### src/rtl/cpuPkg.sv
package cpuPkg;

    //////////////////////////////////////////////////
    // Widths and base types
    //////////////////////////////////////////////////

    // Data, bus addresses and ROM words share one width
    localparam int dataWidth = 8;

    typedef logic [dataWidth-1:0] dataT;

    //////////////////////////////////////////////////
    // Instruction encoding
    //////////////////////////////////////////////////

    // Low nibble of the instruction byte
    // Odd opcodes of the first three pairs target register B
    typedef enum logic [3:0] {
        readA     = 4'h0,
        readB     = 4'h1,
        writeA    = 4'h2,
        writeB    = 4'h3,
        mathsA    = 4'h4,
        mathsB    = 4'h5,
        branch    = 4'h6,
        gotoAddr  = 4'h7,
        endThread = 4'h8
    } opcodeT;

    // High nibble selects the ALU function
    // Codes 9 to B double as the branch condition
    typedef enum logic [3:0] {
        add         = 4'h0,
        sub         = 4'h1,
        mul         = 4'h2,
        shiftLeftA  = 4'h3,
        shiftRightA = 4'h4,
        incA        = 4'h5,
        incB        = 4'h6,
        decA        = 4'h7,
        decB        = 4'h8,
        equal       = 4'h9,
        greater     = 4'hA,
        less        = 4'hB
    } aluOpT;

    // Bit positions inside the ALU flag vector
    localparam int flagEqual   = 0;
    localparam int flagGreater = 1;
    localparam int flagLess    = 2;

    //////////////////////////////////////////////////
    // Datapath commands from the control FSM
    //////////////////////////////////////////////////

    typedef enum logic [2:0] {
        pcHold,
        pcInc1,
        pcInc2,
        pcLoadRom,
        pcVectorA,
        pcVectorB
    } pcCmdT;

    typedef enum logic [2:0] {
        regNone,
        regLoadBusA,
        regLoadBusB,
        regLoadAluA,
        regLoadAluB
    } regCmdT;

    typedef enum logic [1:0] {
        busIdle,
        busReadRom,
        busWriteA,
        busWriteB
    } busCmdT;

    //////////////////////////////////////////////////
    // Fixed addresses
    //////////////////////////////////////////////////

    // ROM locations holding the thread start address per interrupt
    localparam dataT vectorA = 8'hFF;
    localparam dataT vectorB = 8'hFE;

    // Address on the bus when nothing is transferred
    localparam dataT busIdleAddr = 8'hFF;

endpackage

### src/rtl/alu.sv
`timescale 1ns/1ps

module alu (
    input  cpuPkg::dataT   regA,
    input  cpuPkg::dataT   regB,
    input  cpuPkg::aluOpT  aluOp,
    output cpuPkg::dataT   aluResult,
    output logic [2:0]     aluFlags
);

    import cpuPkg::*;

    //////////////////////////////////////////////////
    // Comparison flags
    //////////////////////////////////////////////////

    // Unsigned compares, used by branches and by codes 9 to B
    assign aluFlags[flagEqual]   = (regA == regB);
    assign aluFlags[flagGreater] = (regA > regB);
    assign aluFlags[flagLess]    = (regA < regB);

    //////////////////////////////////////////////////
    // Result
    //////////////////////////////////////////////////

    always_comb begin
        case (aluOp)
            add:         aluResult = regA + regB;
            sub:         aluResult = regA - regB;
            // Low byte of the product
            mul:         aluResult = regA * regB;
            shiftLeftA:  aluResult = regA << 1;
            shiftRightA: aluResult = regA >> 1;
            incA:        aluResult = regA + dataT'(1);
            incB:        aluResult = regB + dataT'(1);
            decA:        aluResult = regA - dataT'(1);
            decB:        aluResult = regB - dataT'(1);
            // Compares return 1 or 0
            equal:       aluResult = dataT'(aluFlags[flagEqual]);
            greater:     aluResult = dataT'(aluFlags[flagGreater]);
            less:        aluResult = dataT'(aluFlags[flagLess]);
            // Unused codes pass A through
            default:     aluResult = regA;
        endcase
    end

endmodule

### src/rtl/busPort.sv
`timescale 1ns/1ps

module busPort (
    input  logic            CLK,
    input  logic            RESET,
    input  cpuPkg::busCmdT  busCmd,
    input  cpuPkg::dataT    romData,
    input  cpuPkg::dataT    regA,
    input  cpuPkg::dataT    regB,
    output cpuPkg::dataT    busAddr,
    output cpuPkg::dataT    busDataOut,
    output logic            busWe
);

    import cpuPkg::*;

    //////////////////////////////////////////////////
    // Address and write strobe
    //////////////////////////////////////////////////

    // Address comes from the operand byte, else parks at idle
    always_ff @(posedge CLK) begin
        if (RESET) begin
            busAddr <= busIdleAddr;
            busWe   <= 1'b0;
        end else begin
            busAddr <= (busCmd == busIdle) ? busIdleAddr : romData;
            // One strobe per write command
            busWe   <= (busCmd == busWriteA) || (busCmd == busWriteB);
        end
    end

    // Write data, held between writes
    always_ff @(posedge CLK) begin
        case (busCmd)
            busWriteA: busDataOut <= regA;
            busWriteB: busDataOut <= regB;
            default:   busDataOut <= busDataOut;
        endcase
    end

    //////////////////////////////////////////////////
    // Checks
    //////////////////////////////////////////////////

    // A write always carries a real address
    assert property (@(posedge CLK) disable iff (RESET)
        busWe |-> busAddr != busIdleAddr);

endmodule

### src/rtl/progCounter.sv
`timescale 1ns/1ps

module progCounter (
    input  logic           CLK,
    input  logic           RESET,
    input  cpuPkg::pcCmdT  pcCmd,
    input  logic           offsetNext,
    input  cpuPkg::dataT   romData,
    output cpuPkg::dataT   romAddress
);

    import cpuPkg::*;

    dataT  pc;
    // Selects the operand byte after the opcode
    logic  offset;

    // ROM sees pc plus the fetch offset
    assign romAddress = pc + dataT'(offset);

    //////////////////////////////////////////////////
    // Program counter
    //////////////////////////////////////////////////

    always_ff @(posedge CLK) begin
        if (RESET) begin
            pc <= '0;
        end else begin
            case (pcCmd)
                pcInc1: begin
                    pc <= pc + dataT'(1);
                end
                // Skip opcode and operand
                pcInc2: begin
                    pc <= pc + dataT'(2);
                end
                // Jump target or thread start from the ROM
                pcLoadRom: begin
                    pc <= romData;
                end
                pcVectorA: begin
                    pc <= vectorA;
                end
                pcVectorB: begin
                    pc <= vectorB;
                end
                default: begin
                    pc <= pc;
                end
            endcase
        end
    end

    // Offset lasts one cycle only
    always_ff @(posedge CLK) begin
        if (RESET) begin
            offset <= 1'b0;
        end else begin
            offset <= offsetNext;
        end
    end

endmodule

### src/rtl/registerFile.sv
`timescale 1ns/1ps

module registerFile (
    input  logic            CLK,
    input  logic            RESET,
    input  cpuPkg::regCmdT  regCmd,
    input  cpuPkg::dataT    busDataIn,
    input  cpuPkg::dataT    aluResult,
    output cpuPkg::dataT    regA,
    output cpuPkg::dataT    regB
);

    import cpuPkg::*;

    //////////////////////////////////////////////////
    // Registers A and B
    //////////////////////////////////////////////////

    // A loads from the bus or the ALU
    always_ff @(posedge CLK) begin
        if (RESET) begin
            regA <= '0;
        end else begin
            case (regCmd)
                regLoadBusA: regA <= busDataIn;
                regLoadAluA: regA <= aluResult;
                default:     regA <= regA;
            endcase
        end
    end

    // B mirrors A
    always_ff @(posedge CLK) begin
        if (RESET) begin
            regB <= '0;
        end else begin
            case (regCmd)
                regLoadBusB: regB <= busDataIn;
                regLoadAluB: regB <= aluResult;
                default:     regB <= regB;
            endcase
        end
    end

    //////////////////////////////////////////////////
    // Checks
    //////////////////////////////////////////////////

    // Control FSM must always drive a defined command
    assert property (@(posedge CLK) disable iff (RESET)
        !$isunknown(regCmd));

endmodule

### src/rtl/cpuControl.sv
`timescale 1ns/1ps

module cpuControl (
    input  logic            CLK,
    input  logic            RESET,
    input  cpuPkg::dataT    romData,
    input  logic [2:0]      aluFlags,
    input  logic [1:0]      busInterruptsRaise,
    output cpuPkg::pcCmdT   pcCmd,
    output logic            offsetNext,
    output cpuPkg::regCmdT  regCmd,
    output cpuPkg::busCmdT  busCmd,
    output logic [1:0]      busInterruptsAck
);

    import cpuPkg::*;

    //////////////////////////////////////////////////
    // State encoding
    //////////////////////////////////////////////////

    // One short chain of wait states per instruction
    typedef enum logic [4:0] {
        sIdle,
        sThread0,
        sThread1,
        sThread2,
        sDecode,
        sReadWait,
        sReadAddr,
        sReadInc,
        sReadLoad,
        sWriteInc,
        sWriteOut,
        sMaths,
        sMathsWait,
        sBranchCond,
        sBranchEval,
        sBranchWait,
        sGoto,
        sGotoLoad,
        sGotoWait
    } stateT;

    stateT       state, stateNext;
    // Low opcode bit picks register B over A
    logic        regSelect, regSelectNext;
    // Branch condition, taken from the instruction byte
    aluOpT       cond, condNext;
    logic [1:0]  ackReg, ackNext;
    logic        taken;

    assign busInterruptsAck = ackReg;

    //////////////////////////////////////////////////
    // State registers
    //////////////////////////////////////////////////

    always_ff @(posedge CLK) begin
        if (RESET) begin
            state     <= sDecode;
            regSelect <= 1'b0;
            cond      <= add;
            ackReg    <= 2'b00;
        end else begin
            state     <= stateNext;
            regSelect <= regSelectNext;
            cond      <= condNext;
            ackReg    <= ackNext;
        end
    end

    // Branch test against the live comparison flags
    // Unknown condition codes never take the branch
    always_comb begin
        case (cond)
            equal:   taken = aluFlags[flagEqual];
            greater: taken = aluFlags[flagGreater];
            less:    taken = aluFlags[flagLess];
            default: taken = 1'b0;
        endcase
    end

    //////////////////////////////////////////////////
    // Next state and datapath commands
    //////////////////////////////////////////////////

    always_comb begin
        // Defaults: hold everything, issue nothing
        stateNext     = state;
        regSelectNext = regSelect;
        condNext      = cond;
        ackNext       = 2'b00;
        pcCmd         = pcHold;
        offsetNext    = 1'b0;
        regCmd        = regNone;
        busCmd        = busIdle;

        case (state)
            // Sleep until an interrupt, line 0 wins
            sIdle: begin
                if (busInterruptsRaise[0]) begin
                    stateNext = sThread0;
                    pcCmd     = pcVectorA;
                    ackNext   = 2'b01;
                end else if (busInterruptsRaise[1]) begin
                    stateNext = sThread0;
                    pcCmd     = pcVectorB;
                    ackNext   = 2'b10;
                end
            end
            // Vector address goes out to the ROM
            sThread0: stateNext = sThread1;
            // Start address is on romData now
            sThread1: begin
                stateNext = sThread2;
                pcCmd     = pcLoadRom;
            end
            // New pc reaches the ROM
            sThread2: stateNext = sDecode;

            sDecode: begin
                // Point at the operand byte for the next cycle
                offsetNext    = 1'b1;
                regSelectNext = romData[0];
                case (opcodeT'(romData[3:0]))
                    readA, readB:   stateNext = sReadWait;
                    writeA, writeB: stateNext = sWriteInc;
                    mathsA, mathsB: stateNext = sMaths;
                    branch:         stateNext = sBranchCond;
                    gotoAddr:       stateNext = sGoto;
                    // endThread and every unused opcode
                    default:        stateNext = sIdle;
                endcase
            end

            // Memory read, operand byte still in flight
            sReadWait: stateNext = sReadAddr;
            sReadAddr: begin
                stateNext = sReadInc;
                busCmd    = busReadRom;
            end
            // Step pc early so the next opcode is ready at decode
            sReadInc: begin
                stateNext = sReadLoad;
                pcCmd     = pcInc2;
            end
            sReadLoad: begin
                stateNext = sDecode;
                regCmd    = regSelect ? regLoadBusB : regLoadBusA;
            end

            // Memory write
            sWriteInc: begin
                stateNext = sWriteOut;
                pcCmd     = pcInc2;
            end
            sWriteOut: begin
                stateNext = sDecode;
                busCmd    = regSelect ? busWriteB : busWriteA;
            end

            // ALU op code is still on romData here
            sMaths: begin
                stateNext = sMathsWait;
                pcCmd     = pcInc1;
                regCmd    = regSelect ? regLoadAluB : regLoadAluA;
            end
            sMathsWait: stateNext = sDecode;

            // Conditional branch
            sBranchCond: begin
                stateNext = sBranchEval;
                condNext  = aluOpT'(romData[7:4]);
            end
            sBranchEval: begin
                stateNext = sBranchWait;
                pcCmd     = taken ? pcLoadRom : pcInc2;
            end
            sBranchWait: stateNext = sDecode;

            // Unconditional jump
            sGoto: stateNext = sGotoLoad;
            sGotoLoad: begin
                stateNext = sGotoWait;
                pcCmd     = pcLoadRom;
            end
            sGotoWait: stateNext = sDecode;

            default: stateNext = sIdle;
        endcase
    end

    //////////////////////////////////////////////////
    // Checks
    //////////////////////////////////////////////////

    // Only one interrupt is served per wake-up
    assert property (@(posedge CLK) disable iff (RESET)
        busInterruptsAck != 2'b11);

    // Idle never advances the program
    assert property (@(posedge CLK) disable iff (RESET)
        state == sIdle |-> pcCmd != pcInc2);

endmodule

### src/rtl/processor.sv
`timescale 1ns/1ps

module processor (
    input  logic          CLK,
    input  logic          RESET,
    output cpuPkg::dataT  romAddress,
    input  cpuPkg::dataT  romData,
    output cpuPkg::dataT  busAddr,
    input  cpuPkg::dataT  busDataIn,
    output cpuPkg::dataT  busDataOut,
    output logic          busWe,
    input  logic [1:0]    busInterruptsRaise,
    output logic [1:0]    busInterruptsAck
);

    import cpuPkg::*;

    // Commands from control to datapath
    pcCmdT       pcCmd;
    logic        offsetNext;
    regCmdT      regCmd;
    busCmdT      busCmd;

    // Datapath values
    dataT        regA, regB;
    dataT        aluResult;
    logic [2:0]  aluFlags;

    //////////////////////////////////////////////////
    // Control
    //////////////////////////////////////////////////

    cpuControl control (
        .CLK(CLK),
        .RESET(RESET),
        .romData(romData),
        .aluFlags(aluFlags),
        .busInterruptsRaise(busInterruptsRaise),
        .pcCmd(pcCmd),
        .offsetNext(offsetNext),
        .regCmd(regCmd),
        .busCmd(busCmd),
        .busInterruptsAck(busInterruptsAck)
    );

    //////////////////////////////////////////////////
    // Datapath
    //////////////////////////////////////////////////

    progCounter pcUnit (
        .CLK(CLK),
        .RESET(RESET),
        .pcCmd(pcCmd),
        .offsetNext(offsetNext),
        .romData(romData),
        .romAddress(romAddress)
    );

    registerFile regs (
        .CLK(CLK),
        .RESET(RESET),
        .regCmd(regCmd),
        .busDataIn(busDataIn),
        .aluResult(aluResult),
        .regA(regA),
        .regB(regB)
    );

    // Op code is the high nibble of the current ROM byte
    alu aluUnit (
        .regA(regA),
        .regB(regB),
        .aluOp(aluOpT'(romData[7:4])),
        .aluResult(aluResult),
        .aluFlags(aluFlags)
    );

    busPort bus (
        .CLK(CLK),
        .RESET(RESET),
        .busCmd(busCmd),
        .romData(romData),
        .regA(regA),
        .regB(regB),
        .busAddr(busAddr),
        .busDataOut(busDataOut),
        .busWe(busWe)
    );

endmodule

### config.mk
export PLATFORM = sky130hd
export DESIGN_NAME = processor
export DESIGN_NICKNAME = d
export VERILOG_FILES = /design/src/rtl/cpuPkg.sv /design/src/rtl/alu.sv /design/src/rtl/busPort.sv /design/src/rtl/progCounter.sv /design/src/rtl/registerFile.sv /design/src/rtl/cpuControl.sv /design/src/rtl/processor.sv
export SDC_FILE = /design/constraint.sdc
export NUM_CORES = 1
export LEC_CHECK = 0
export BUFFER_PORTS_ARGS = -buffer_cell sky130_fd_sc_hd__buf_2
export CORE_ASPECT_RATIO = 1.5
export CORE_UTILIZATION = 40
export CTS_BUF_LIST = sky130_fd_sc_hd__clkbuf_8
export DETAILED_ROUTE_END_ITERATION = 6
export SLEW_MARGIN = 20
export SYNTH_ARGS = -nofsm -noshare
export SYNTH_HDL_FRONTEND = slang
export SYNTH_HIERARCHICAL = 1
export SYNTH_SLANG_ARGS = --single-unit
### constraint.sdc
create_clock -name CLK -period 4.2 [get_ports CLK]
set_input_delay 0.63 -clock CLK [delete_from_list [all_inputs] [get_ports CLK]]
set_output_delay 0.63 -clock CLK [all_outputs]
set_load 0.005 [all_outputs]
=== After elaboration in Yosys (flattened, before gate mapping) ===
Memories as Yosys holds them, arrays and structs flattened.
Index checks and enable logic that the tools add are counted.

* Memories: 1
* RAM bits: 0
* Memory bits (read-only): 40
* Register bits: 54
* Logic and storage cells: 107
* Bits in latches: 0
* Output and inout port bits: 27

{| class="wikitable"
|+ Memory list
! memory !! words !! width !! read ports !! clocked after memory_dff !! write ports !! RTL line !! text
|-
| (no name shown) || 8 || 5 || 1 || 0 || 0 || cpuControl.sv:126 || <nowiki>case (opcodeT'(romData[3:0]))</nowiki>
|}

* Equality and inequality tests: 45
* Divide/modulo/power cells: 0
* Shift-type cells: 0
* Order comparisons: 2
* Mux-type cells: 22
* Bitwise gates (word level): 1
* Reduce and logical (&&, ||, !) cells: 14
* Multipliers: 1
* Add/subtract/negate cells: 9

{| class="wikitable"
|+ Operators by type and width
! kind !! number
|-
| $pmux 8 s12 || 1
|-
| $pmux 5 s14 || 1
|-
| $pmux 8 s2 || 3
|-
| $eq 5x4->1 const B || 8
|-
| $pmux 8 s5 || 1
|-
| $eq 4x4->1 const B || 7
|-
| $add 8x1->8 const B || 3
|-
| $eq 5x3->1 const B || 4
|-
| $eq 4x3->1 const B || 4
|-
| $sub 8x1->8 const B || 2
|-
| $eq 5x5->1 const B || 3
|-
| $mux 5 || 3
|-
| $pmux 3 s5 || 1
|-
| $eq 3x2->1 const B || 4
|-
| $eq 5x2->1 const B || 2
|-
| $eq 3x3->1 const B || 3
|-
| $mux 3 || 3
|-
| $add 8x1->8 || 1
|-
| $add 8x2->8 const B || 1
|-
| $add 8x8->8 || 1
|-
| $eq 4x2->1 const B || 2
|-
| $eq 8x8->1 || 1
|-
| $gt 8x8->1 || 1
|-
| $lt 8x8->1 || 1
|-
| 22 further kinds || 33
|}

=== Depth between registers and ports, before layout ===
Gate-level depths: netlist of the first run.

* Word-level depth: 6
* Depth in mapped cells: 19
* Depth with buffers taken out: 18

=== Modules after synthesis ===
The synthesis of the first run kept the hierarchy.

{| class="wikitable"
|+ Modules (own cells, without submodules)
! module !! times used !! seq. area each (um^2) !! area each (um^2) !! cells an instance
|-
| alu || 1 || 0.0 || 2,580.0 || 349
|-
| cpuControl || 1 || 240.2 || 887.1 || 120
|-
| progCounter || 1 || 180.2 || 887.1 || 114
|-
| registerFile || 1 || 320.3 || 885.8 || 90
|-
| busPort || 1 || 420.4 || 584.3 || 37
|}

=== Worst setup path after synthesis of the first run ===
OpenSTA, ideal clock, no wires.

* Kind: register to register
* From: register regs.regA[2]
* To: register regs.regB[7]
* Setup time: 103 ps
* Path slack: -204 ps
* Stages on the path, launching flop included: 17
* Data required time: 4,097 ps
* Clock period less this slack: 4,404 ps
* Arrival: 4,300 ps
* Cells stage by stage: dfxtp_1 > clkbuf_1 > nand2_1 > fa_1 > inv_1 > ha_1 > inv_1 > fa_1 > fa_1 > xor2_1 > xnor3_1 > xnor3_1 > xnor3_1 > a21oi_1 > a41oi_2 > o22ai_1 > a2111oi_2

* Longest elaborated chain between the ends: 3
* Elaborated cells between the ends (all ways): 7
* Those cells by class: add/sub: 4; mul: 1; mux: 2

{| class="wikitable"
|+ Ends and longest elaborated chain
! element !! RTL line !! text
|-
| start, declared || registerFile.sv:9 || <nowiki>output cpuPkg::dataT regA,</nowiki>
|-
| start signal, assigned || registerFile.sv:25 || <nowiki>regLoadBusA: regA <= busDataIn;</nowiki>
|-
| start signal, assigned || registerFile.sv:26 || <nowiki>regLoadAluA: regA <= aluResult;</nowiki>
|-
| start signal, assigned || registerFile.sv:27 || <nowiki>default: regA <= regA;</nowiki>
|-
| $mul 8x8->8 (tied with other cells) || alu.sv:31 || <nowiki>mul: aluResult = regA * regB;</nowiki>
|-
| $pmux 8 s12 * || alu.sv:27 || <nowiki>case (aluOp)</nowiki>
|-
| net aluResult[7] || processor.sv:26 || <nowiki>dataT aluResult;</nowiki>
|-
| $pmux 8 s2 * || registerFile.sv:37 || <nowiki>case (regCmd)</nowiki>
|-
| end signal, assigned || registerFile.sv:38 || <nowiki>regLoadBusB: regB <= busDataIn;</nowiki>
|-
| end signal, assigned || registerFile.sv:39 || <nowiki>regLoadAluB: regB <= aluResult;</nowiki>
|-
| end signal, assigned || registerFile.sv:40 || <nowiki>default: regB <= regB;</nowiki>
|-
| end, declared || registerFile.sv:10 || <nowiki>output cpuPkg::dataT regB</nowiki>
|}

Mark *: on every way through the listed nets, which the timed path passes. The rest lies on a longest branch.
A chain may end at the register's enable or synchronous reset.

=== Final worst setup path of the first run ===
* From: register regs.regB[3]
* To: register regs.regA[7]

* Longest elaborated chain between the ends: 3
* Elaborated cells between the ends (all ways): 7
* Those cells by class: add/sub: 4; mul: 1; mux: 2

{| class="wikitable"
|+ Ends and longest elaborated chain
! element !! RTL line !! text
|-
| $mul 8x8->8 (tied with other cells) || alu.sv:31 ||
|-
| $pmux 8 s12 * || alu.sv:27 ||
|-
| net aluResult[7] || processor.sv:26 ||
|-
| $pmux 8 s2 * || registerFile.sv:24 || <nowiki>case (regCmd)</nowiki>
|}

Marked as above.

==> impl_metrics.json, run 1 <==
{
  "status": "finished, final reports clean",
  "rsz0062_at_grt": "true",
  "vdd_drop_max_uv": 495,
  "crit_required_ps": 4370,
  "ys.warnings.count": 6,
  "diodes": 0,
  "grt_pass1_vias": 5503,
  "path_depth": 16,
  "syn_avg_cell_area_um2": 8.20,
  "clk_pin_slew_worst_paths_ps": 110,
  "die_x_um": 101,
  "crit_top_cell": "inv_1",
  "rows": 53,
  "hold_viol": 0,
  "p_seq_share_pct": 27.0,
  "p_clk_share_pct": 11.5,
  "layout_commonest_cell": "nor2_1",
  "synthToLayoutAreaGrowth_pct": 12.4,
  "swShare_pct": 47.5,
  "slew_headroom_pct": 35.0,
  "fin_ws_ps": 130,
  "syn_inst": 710,
  "ys_types": 83,
  "synth_fp_nets": 792,
  "final_area_um2": 6550,
  "rr_worst_depth": 16,
  "drive_gt1_share_pct": 23.3,
  "cts_buffer_depth": 2,
  "crit_path_max_fanout": 5,
  "routed_via_density": 5.74,
  "critPathSlowestCell": "fa_2",
  "fin_crit_sh_pct": 96.9,
  "async_flop_share_pct": 0,
  "min_path_cells": 2,
  "gp_congestion": 0.947,
  "cp-end-kind": "register",
  "cts_tree": "done",
  "cp.arrival_ps": 4240,
  "setup_viol": 0,
  "clock-sinks": 54,
  "synth_edf_count": 8,
  "grt_max_degree": 36,
  "synth.area.top_cells": "dfxtp_1 (16%), ha_1 (10%), fa_1 (5.2%)",
  "dr.pass1.iters": 5,
  "dieHeight_um": 150,
  "coreArea_um2": 14100,
  "fin_worst_skew_ps": 10.5,
  "synthFlopType": "dfxtp_1",
  "worstMarginPinSlew_ps": 971,
  "synth_top_cell_by_area": "dfxtp_1",
  "final_cell_mix": "nor2_1 (68), buf_4 (48), buf_2 (46)",
  "ant_nets": 0,
  "drt_iter0_drc": 257,
  "fmax_ghz": 0.246,
  "die-area_um2": 15100,
  "num_io_pins": 47,
  "crit_buf_inv": 4,
  "path_delay_family": "adder cells",
  "final_nets": 850,
  "antenna_found_initial": 0,
  "startpoint_type": "register",
  "crit_chain": "ha_1 > inv_1 > fa_1 > inv_1 > ha_1 > inv_1 > fa_1 > fa_2 > inv_1 > ha_4 > a21oi_2 > xnor3_1 > a21oi_2 > a41oi_2 > mux2i_1 > a211oi_1",
  "worstSetupPathType": "register to register",
  "ys_ff_latch": 54,
  "drt-total-wl_um": 17700,
  "p_int_mw": 1.44,
  "grt_remaining_overflow": 0,
  "pwr-share-comb_pct": 61.5,
  "synth-seq-area-share_pct": 19.9,
  "place_area_um2": 6350,
  "clk_latency_ps": 320,
  "critPathMaxStageDelay_ps": 570,
  "route.detailed.drc": 0,
  "yosys.area.top_type_share_pct": 15.8,
  "p_sw_mw": 1.30,
  "r2r_setup_slack_ps": 130,
  "netlist_area_um2": 5820,
  "dr_total_vias": 5514,
  "hpwl_um": 14100,
  "root_buffer": "clkbuf_8",
  "hold_class": "register to register",
  "cts_max_level": 2,
  "initial_utilization_pct": 41.2,
  "dpl_worst_slack_ps": -189,
  "powerDensity_nw_per_um2": 418,
  "grtUsageTotal_pct": 23.8,
  "port_buffers": 46,
  "leakagePower_nw": 2.74,
  "cts_hold_buf": 0,
  "wire_per_inst_um": 18.4,
  "cts_buffers": 5,
  "drv_slew": 0,
  "cap_violations": 0,
  "finalCriticalPeriod_ps": 4070,
  "grt_pass1_wl_um": 27900
}
[metal layers]
metal | GRT usage, % | wire length, µm
met2 | 46.1 | 9480
met3 | 1.82 | 562
met5 | 0 | 0
met4 | 12.8 | 967
met1 | 24.8 | 6650
[area by class of cell]
class                      instances  area [µm²]
clock inverter                     3        26.3
clock buffer                       5        68.8
sequential                        54        1170
fill                            1437        7580
inverter                          51         191
timing repair buffer              94         591
multi-input combinational        562        4260
tap                              192         240
[state kept, by name, summed over array words and instances (netlist names)]
register,flops
bus/busAddr,8
bus/busDataOut,8
bus/busWe,1
control/busInterruptsAck,2
control/cond,4
control/regSelect,1
control/state,5
pcUnit/offset,1
pcUnit/pc,8
regs/regA,8
regs/regB,8
[tightest hold or removal path: cells and delay by family, from the launching register on]
kind / cells / cell delay [ps]
AOI/OAI and AO/OA: 2 / 130
DFF: 1 / 330
[kinds of logic after synthesis]
group                      count (synthesis)  synth area share (%)
and+or+nand+nor                          250                  23.2
AOI/OAI and AO/OA                        185                  22.0
buffers and inverters                     94                  8.42
adders and majority gates                 62                  15.3
DFF                                       54                  19.9
xor gates and xnor gates                  41                  6.87
muxes                                     24                  4.34
[power groups by stage]
stage / Combinational (mW) / Sequential [mW] / Clock (mW)
6_report: 1.68 / 0.738 / 0.314
5_1_grt: 1.84 / 0.755 / 0.336
4_1_cts: 1.66 / 0.737 / 0.320
3_5_place_dp: 1.64 / 0.749 / 0
3_3_place_gp: 1.62 / 0.744 / 0
2_1_floorplan: 1.31 / 0.670 / 0
[stage by stage]
| step | power [mW] | cells | TNS (ps) | util, % | hold WS (ps) |
|---|---|---|---|---|---|
| 6_report | 2.73 | 961 | 0 | 46.4 | 497 |
| 5_1_grt | 2.93 | 961 | -65.8 | 46.4 | 529 |
| 4_1_cts | 2.71 | 960 | 0 | 45.8 | 499 |
| 3_5_place_dp | 2.39 | 952 | -405 | 45.0 | 484 |
| 3_3_place_gp | 2.37 | 952 | -89.3 | 45.0 | 463 |
| 2_1_floorplan | 1.98 | 710 | 0 | - | 448 |
[what timing repair did]
action | in CTS | in global routing
pin swaps | 2 | 9
resized for setup | 7 | 12
setup buffers | 0 | 1
endpoints found under the setup margin | 5 | 6
[synthesized netlist by cell type, types with 14 or more instances]
cell type,n
nor2_1,68
a21oi_1,49
ha_1,47
inv_1,47
dfxtp_1,46
nand2_1,39
o21ai_0,30
xnor2_1,24
nand3_1,17
nor2b_1,16
clkbuf_1,15
fa_1,15
nor3_1,15
mux2i_1,14
or2_2,14
xor2_1,14
[path summary, 6_finish.rpt]
kind,from,to
max reg2reg,regs/regB[3]$_SDFFE_PP0P_,regs/regA[7]$_SDFFE_PP0P_
min,control/cond[3]$_SDFFE_PP0P_,control/cond[3]$_SDFFE_PP0P_
max,regs/regB[3]$_SDFFE_PP0P_,regs/regA[7]$_SDFFE_PP0P_
min reg2reg,control/cond[3]$_SDFFE_PP0P_,control/cond[3]$_SDFFE_PP0P_
Note: power is estimated with default switching activity, not from simulation.
==> run 2, diff against run 1 <==
BUFFER_PORTS_ARGS = unset   (was -buffer_cell sky130_fd_sc_hd__buf_2)
CELL_PAD_IN_SITES_DETAIL_PLACEMENT = 1   (was unset)
CELL_PAD_IN_SITES_GLOBAL_PLACEMENT = 2   (was unset)
CORE_UTILIZATION = 37   (was 40)
DONT_BUFFER_PORTS = 1   (was unset)
PLACE_DENSITY_LB_ADDON = 0.1   (was unset)
==> run 2 against run 1 <==
Effect of this change: first-iteration DRC count decreased by 23%; wire length increased by 19%; total power increased by 5.1%; critical path depth increased by 2; sequential share of layout area increased by 0.35 points; sequential power decreased by 3%; design area decreased by 2.0%; non-clock buffer count decreased by 47; clock skew decreased by 2.0 ps; combinational power increased by 5%; core utilization decreased by 4.2 points; largest cell class unchanged; largest power group unchanged.
==> impl_metrics.json, run 2 (synthesis results as in run 1) <==
{
  "fmax_ghz": 0.246,
  "min_path_cells": 1,
  "place_area_um2": 6140,
  "fin_tns_setup_ps": 0,
  "cts_buffer_depth": 2,
  "busiest_layer": "met2",
  "regArea_um2": 1170,
  "grt_max_degree": 36,
  "fin_crit_sh_pct": 96.8,
  "synthToLayoutAreaGrowth_pct": 10.2,
  "final_cell_mix": "nor2_1 (66), buf_4 (46), a21oi_1 (45)",
  "utilization_pct": 42.2,
  "grt_pass1_wl_um": 32500,
  "dpl_worst_slack_ps": -217,
  "post-place-cells": 913,
  "final_area_um2": 6420,
  "setup_viol": 0,
  "cap_violations": 0,
  "clk_pin_slew_worst_paths_ps": 110,
  "dr.pass1.iters": 6,
  "cts_tree": "done",
  "p_total_mw": 2.87,
  "die-area_um2": 16300,
  "worstMarginPinSlew_ps": 731,
  "fin_hold_ws_ps": 357,
  "grt_use_met2_pct": 52.6,
  "status": "finished, final reports clean",
  "coreArea_um2": 15200,
  "port_buffers": 0,
  "cts_buffers": 5,
  "postCtsSetupBuffers": 0,
  "use_met3_pct": 3.13,
  "finalCriticalPeriod_ps": 4070,
  "antenna_found_initial": 0,
  "crit_required_ps": 4400,
  "cp.arrival_ps": 4260,
  "num_io_pins": 47,
  "grtUsageTotal_pct": 25.9,
  "hold_viol": 0,
  "grt_remaining_overflow": 0,
  "dr_total_vias": 5393,
  "routed_via_density": 5.86,
  "clock-sinks": 54,
  "drv_slew": 0,
  "die_x_um": 104,
  "drt_iter0_drc": 198,
  "r2r_end": "regs/regA[6]$_SDFFE_PP0P_",
  "slew_headroom_pct": 50.9,
  "ant_nets": 0,
  "worstSetupPathType": "register to register",
  "r2r-start": "regs/regA[1]$_SDFFE_PP0P_",
  "powerDensity_nw_per_um2": 448,
  "cp-end-kind": "register",
  "wire_per_inst_um": 22.7,
  "fin_worst_skew_ps": 8.51,
  "layout_commonest_cell": "nor2_1",
  "fillCellCount": 1836,
  "crit_path_max_fanout": 5,
  "rr_worst_depth": 18,
  "final_cells": 921,
  "root_buffer": "clkbuf_8",
  "multi_input_area_um2": 4320,
  "min_from": "RESET",
  "initial_utilization_pct": 38.3,
  "fin_ws_ps": 134,
  "rows": 55,
  "holdPathEnd": "regs/regB[4]$_SDFFE_PP0P_",
  "clk_latency_ps": 320,
  "hpwl_um": 16500,
  "diodes": 0,
  "gp_congestion": 0.932,
  "startpoint_type": "register",
  "grt_pass1_vias": 5944,
  "vdd_drop_max_uv": 271,
  "use_met1_pct": 25.3,
  "cts_max_level": 2,
  "dieHeight_um": 156,
  "drt-total-wl_um": 20900,
  "leakagePower_nw": 2.56,
  "route.detailed.drc": 0,
  "hold_class": "primary input to register",
  "final_nets": 803,
  "r2r_setup_slack_ps": 130,
  "drive_gt1_share_pct": 20.2
}
run 2: cell count changes in the layout (fill, tap and decap cells not counted), sizes merged:
cell,previous run,this run
buf,94,47
bufinv,0,1
clkbuf,5,6
clkinv,1,0
inv,53,52
run 2: repair_timing:
item,in CTS,in global routing
hold endpoints to repair,0,0
endpoints found under the setup margin,6,7
pin swaps,10,14
hold buffers,0,0
resized for setup,13,22
run 2: final cells by class:
| type | count | area share (%) |
|---|---|---|
| sequential | 54 | 18.2 |
| inverter | 51 | 2.98 |
| tap | 199 | 3.88 |
| multi-input combinational | 562 | 67.3 |
| timing repair buffer | 47 | 5.69 |
| clock inverter | 2 | 0.604 |
| clock buffer | 6 | 1.29 |
run 2: critical path, stage by stage, from the launching register on:
cell      delay, ps
dfxtp_2         340
inv_2            80
buf_4           110
nor2_1           40
ha_1            210
fa_1            490
ha_1            290
inv_1            50
fa_1            590
inv_1            60
ha_1            290
a21o_1          220
a21oi_4         210
xnor2_4         100
a21oi_2         160
a41oi_2         190
buf_4           200
mux2i_1         190
a211oi_2        100
run 2: how the worst max path moves through the flow:
stage                              startpoint                   endpoint  slack, ps
finish              regs/regA[1]$_SDFFE_PP0P_  regs/regA[6]$_SDFFE_PP0P_        130
global route        regs/regB[4]$_SDFFE_PP0P_  regs/regA[5]$_SDFFE_PP0P_        -10
global placement    regs/regA[1]$_SDFFE_PP0P_  regs/regB[6]$_SDFFE_PP0P_       -120
CTS                 regs/regA[1]$_SDFFE_PP0P_  regs/regA[6]$_SDFFE_PP0P_         10
detailed placement  regs/regB[3]$_SDFFE_PP0P_  regs/regB[6]$_SDFFE_PP0P_       -220
floorplan           regs/regA[2]$_SDFFE_PP0P_  regs/regB[7]$_SDFFE_PP0P_         40
run 2: per-layer routing:
layer,vias to the layer above,share of wire (%),wire (µm)
met5,-,0,0
met4,0,4.4,924
met3,42,3.2,666
met2,112,56,11700
met1,2681,37,7670
li1,2558,-,-
run 2: report_power, final:
group	internal, mW	switching [mW]	leakage (nW)
Combinational	0.707	1.06	2.04
Sequential	0.604	0.116	0.451
Clock	0.197	0.192	0.0618
Total	1.51	1.37	2.56
==> run 3, diff against run 2 <==
REMOVE_ABC_BUFFERS = 1   (was unset)
==> run 3 against run 2 <==
Effect of this change: die area unchanged; setup slack better by 10 ps; first-iteration DRC count is 35% higher; fmax up 0.25%; clock-buffer cell count is 1 lower; design area is 0.55% lower; core utilization decreased by 0.23 points; clock power is 18% lower; total power is 3.9% lower; critical path type unchanged; critical endpoint is now regs/regA[7]$_SDFFE_PP0P_; largest power group unchanged.
==> impl_metrics.json, run 3 (synthesis results as in run 1) <==
{
  "status": "finished, final reports clean",
  "gp_congestion": 0.843,
  "leakagePower_nw": 2.57,
  "dr_total_vias": 5424,
  "final_cell_mix": "nor2_1 (65), buf_4 (52), inv_1 (44), a21oi_1 (44), ha_1 (43)",
  "clk_latency_ps": 320,
  "crit_path_max_fanout": 3,
  "drive_gt1_share_pct": 20.2,
  "grt_remaining_overflow": 0,
  "crit_start": "regs/regB[3]$_SDFFE_PP0P_",
  "setup_viol": 0,
  "grtUsageTotal_pct": 25.3,
  "startpoint_type": "register",
  "critPathMaxStageDelay_ps": 540,
  "fin_tns_setup_ps": 0,
  "min_path_cells": 1,
  "hold_viol": 0,
  "hpwl_um": 15800,
  "ant_nets": 0,
  "use_met3_pct": 2.80,
  "hold_class": "primary input to register",
  "powerDensity_nw_per_um2": 433,
  "grt_pass1_vias": 5704,
  "grt_use_met2_pct": 50.2,
  "antenna_found_initial": 0,
  "die_x_um": 104,
  "vdd_drop_max_uv": 314,
  "fmax_ghz": 0.247,
  "slew_headroom_pct": 49.0,
  "cts_hold_buf": 0,
  "wire_per_inst_um": 22.0,
  "initial_utilization_pct": 38.3,
  "routed_via_density": 5.86,
  "worstSetupPathType": "register to register",
  "die-area_um2": 16300,
  "cts_tree": "done",
  "crit_top_cell": "fa_1",
  "root_buffer": "clkbuf_8",
  "fin_worst_skew_ps": 5.31,
  "busiest_layer": "met2",
  "r2r-start": "regs/regB[3]$_SDFFE_PP0P_",
  "cts_buffer_depth": 2,
  "drt_iter0_drc": 267,
  "critPathSlowestCell": "fa_2",
  "cts_buffers": 5,
  "layout_commonest_cell": "nor2_1",
  "min_from": "RESET",
  "drv_slew": 0,
  "regArea_um2": 1170,
  "diodes": 0,
  "final_nets": 808,
  "rows": 55,
  "route.detailed.drc": 0,
  "clk_pin_slew_worst_paths_ps": 110,
  "cp-end-kind": "register",
  "drt-total-wl_um": 20400,
  "utilization_pct": 42.0,
  "num_io_pins": 47,
  "cap_violations": 0,
  "cts_max_level": 2,
  "synthToLayoutAreaGrowth_pct": 9.58,
  "fillCellCount": 1861,
  "use_met1_pct": 26.2,
  "worstMarginPinSlew_ps": 765,
  "holdPathEnd": "pcUnit/pc[7]$_SDFFE_PP0P_",
  "crit_chain": "buf_4 > and2_1 > fa_1 > inv_1 > fa_1 > fa_1 > fa_2 > inv_1 > ha_4 > a21oi_4 > xnor3_1 > a21oi_2 > a41oi_2 > mux2i_1 > a211oi_1",
  "multi_input_area_um2": 4280,
  "grt_pass1_wl_um": 31800,
  "r2r_end": "regs/regA[7]$_SDFFE_PP0P_",
  "cp.arrival_ps": 4240,
  "clock-sinks": 54,
  "fin_crit_sh_pct": 96.6,
  "dr.pass1.iters": 4,
  "crit_required_ps": 4390,
  "rr_worst_depth": 15,
  "grt_max_degree": 36,
  "dieHeight_um": 156,
  "r2r_setup_slack_ps": 140,
  "port_buffers": 0,
  "finalCriticalPeriod_ps": 4060,
  "coreArea_um2": 15200
}
-- run 3: cell types whose count changed in the layout (fill, tap and decap cells not counted), moves of 2 or more --
cell        change
buf_4           +6
inv_2           -4
inv_1           +3
clkinvlp_4      +2
ha_2            +2
ha_4            -2
-- run 3: cell type report --
type                       count  share of cell area [%]
tap                          199                    3.90
clock inverter                 3                   0.372
clock buffer                   5                    1.08
inverter                      51                    3.04
multi-input combinational    562                    67.1
timing repair buffer          52                    6.12
sequential                    54                    18.4
-- run 3: timing repair --
action                     in CTS  in global routing
setup buffers                   0                  1
pin swaps                      12                 22
gates resized for setup         7                 26
setup endpoints to repair       5                  7
-- run 3: metrics by stage --
| step | cell area, µm² | hold WS, ps | total power, mW | instances | setup slack [ps] |
|---|---|---|---|---|---|
| floorplan | 5530 | 442 | 1.89 | 667 | -161 |
| global placement | 6160 | 454 | 2.39 | 917 | -159 |
| detailed placement | 6160 | 487 | 2.43 | 917 | -268 |
| CTS | 6290 | 347 | 2.76 | 925 | -18.6 |
| global route | 6380 | 346 | 2.97 | 926 | -15.3 |
| finish | 6380 | 359 | 2.76 | 926 | 144 |
-- run 3: worst max-delay path by stage --
stage / cells after the start / slack (ps) / endpoint
after floorplan: 16 / -160 / regs/regB[7]$_SDFFE_PP0P_
after global placement: 15 / -160 / regs/regB[7]$_SDFFE_PP0P_
after detailed placement: 15 / -270 / regs/regB[7]$_SDFFE_PP0P_
after CTS: 15 / -20 / regs/regB[7]$_SDFFE_PP0P_
after global routing: 19 / -20 / regs/regB[5]$_SDFFE_PP0P_
final: 15 / 140 / regs/regA[7]$_SDFFE_PP0P_
-- run 3: worst max-delay path: cells and delay by family, from the launching register on --
kind / cells / cell delay (ps)
and+or+nand+nor: 1 / 160
xor gates and xnor gates: 1 / 370
buffers and inverters: 3 / 270
adders and majority gates: 5 / 2060
AOI/OAI and AO/OA: 4 / 520
muxes: 1 / 190
DFF: 1 / 330
-- run 3: report_power, final --
| group | switching [mW] | internal [mW] |
|---|---|---|
| Clock | 0.198 | 0.120 |
| Combinational | 1.00 | 0.700 |
| Sequential | 0.133 | 0.604 |
-- run 3: routing by layer --
layer	part of all wire (%)	vias to the layer above
met5	0	-
met4	4.2	0
met3	2.8	41
met2	54	98
met1	38	2715
li1	-	2570
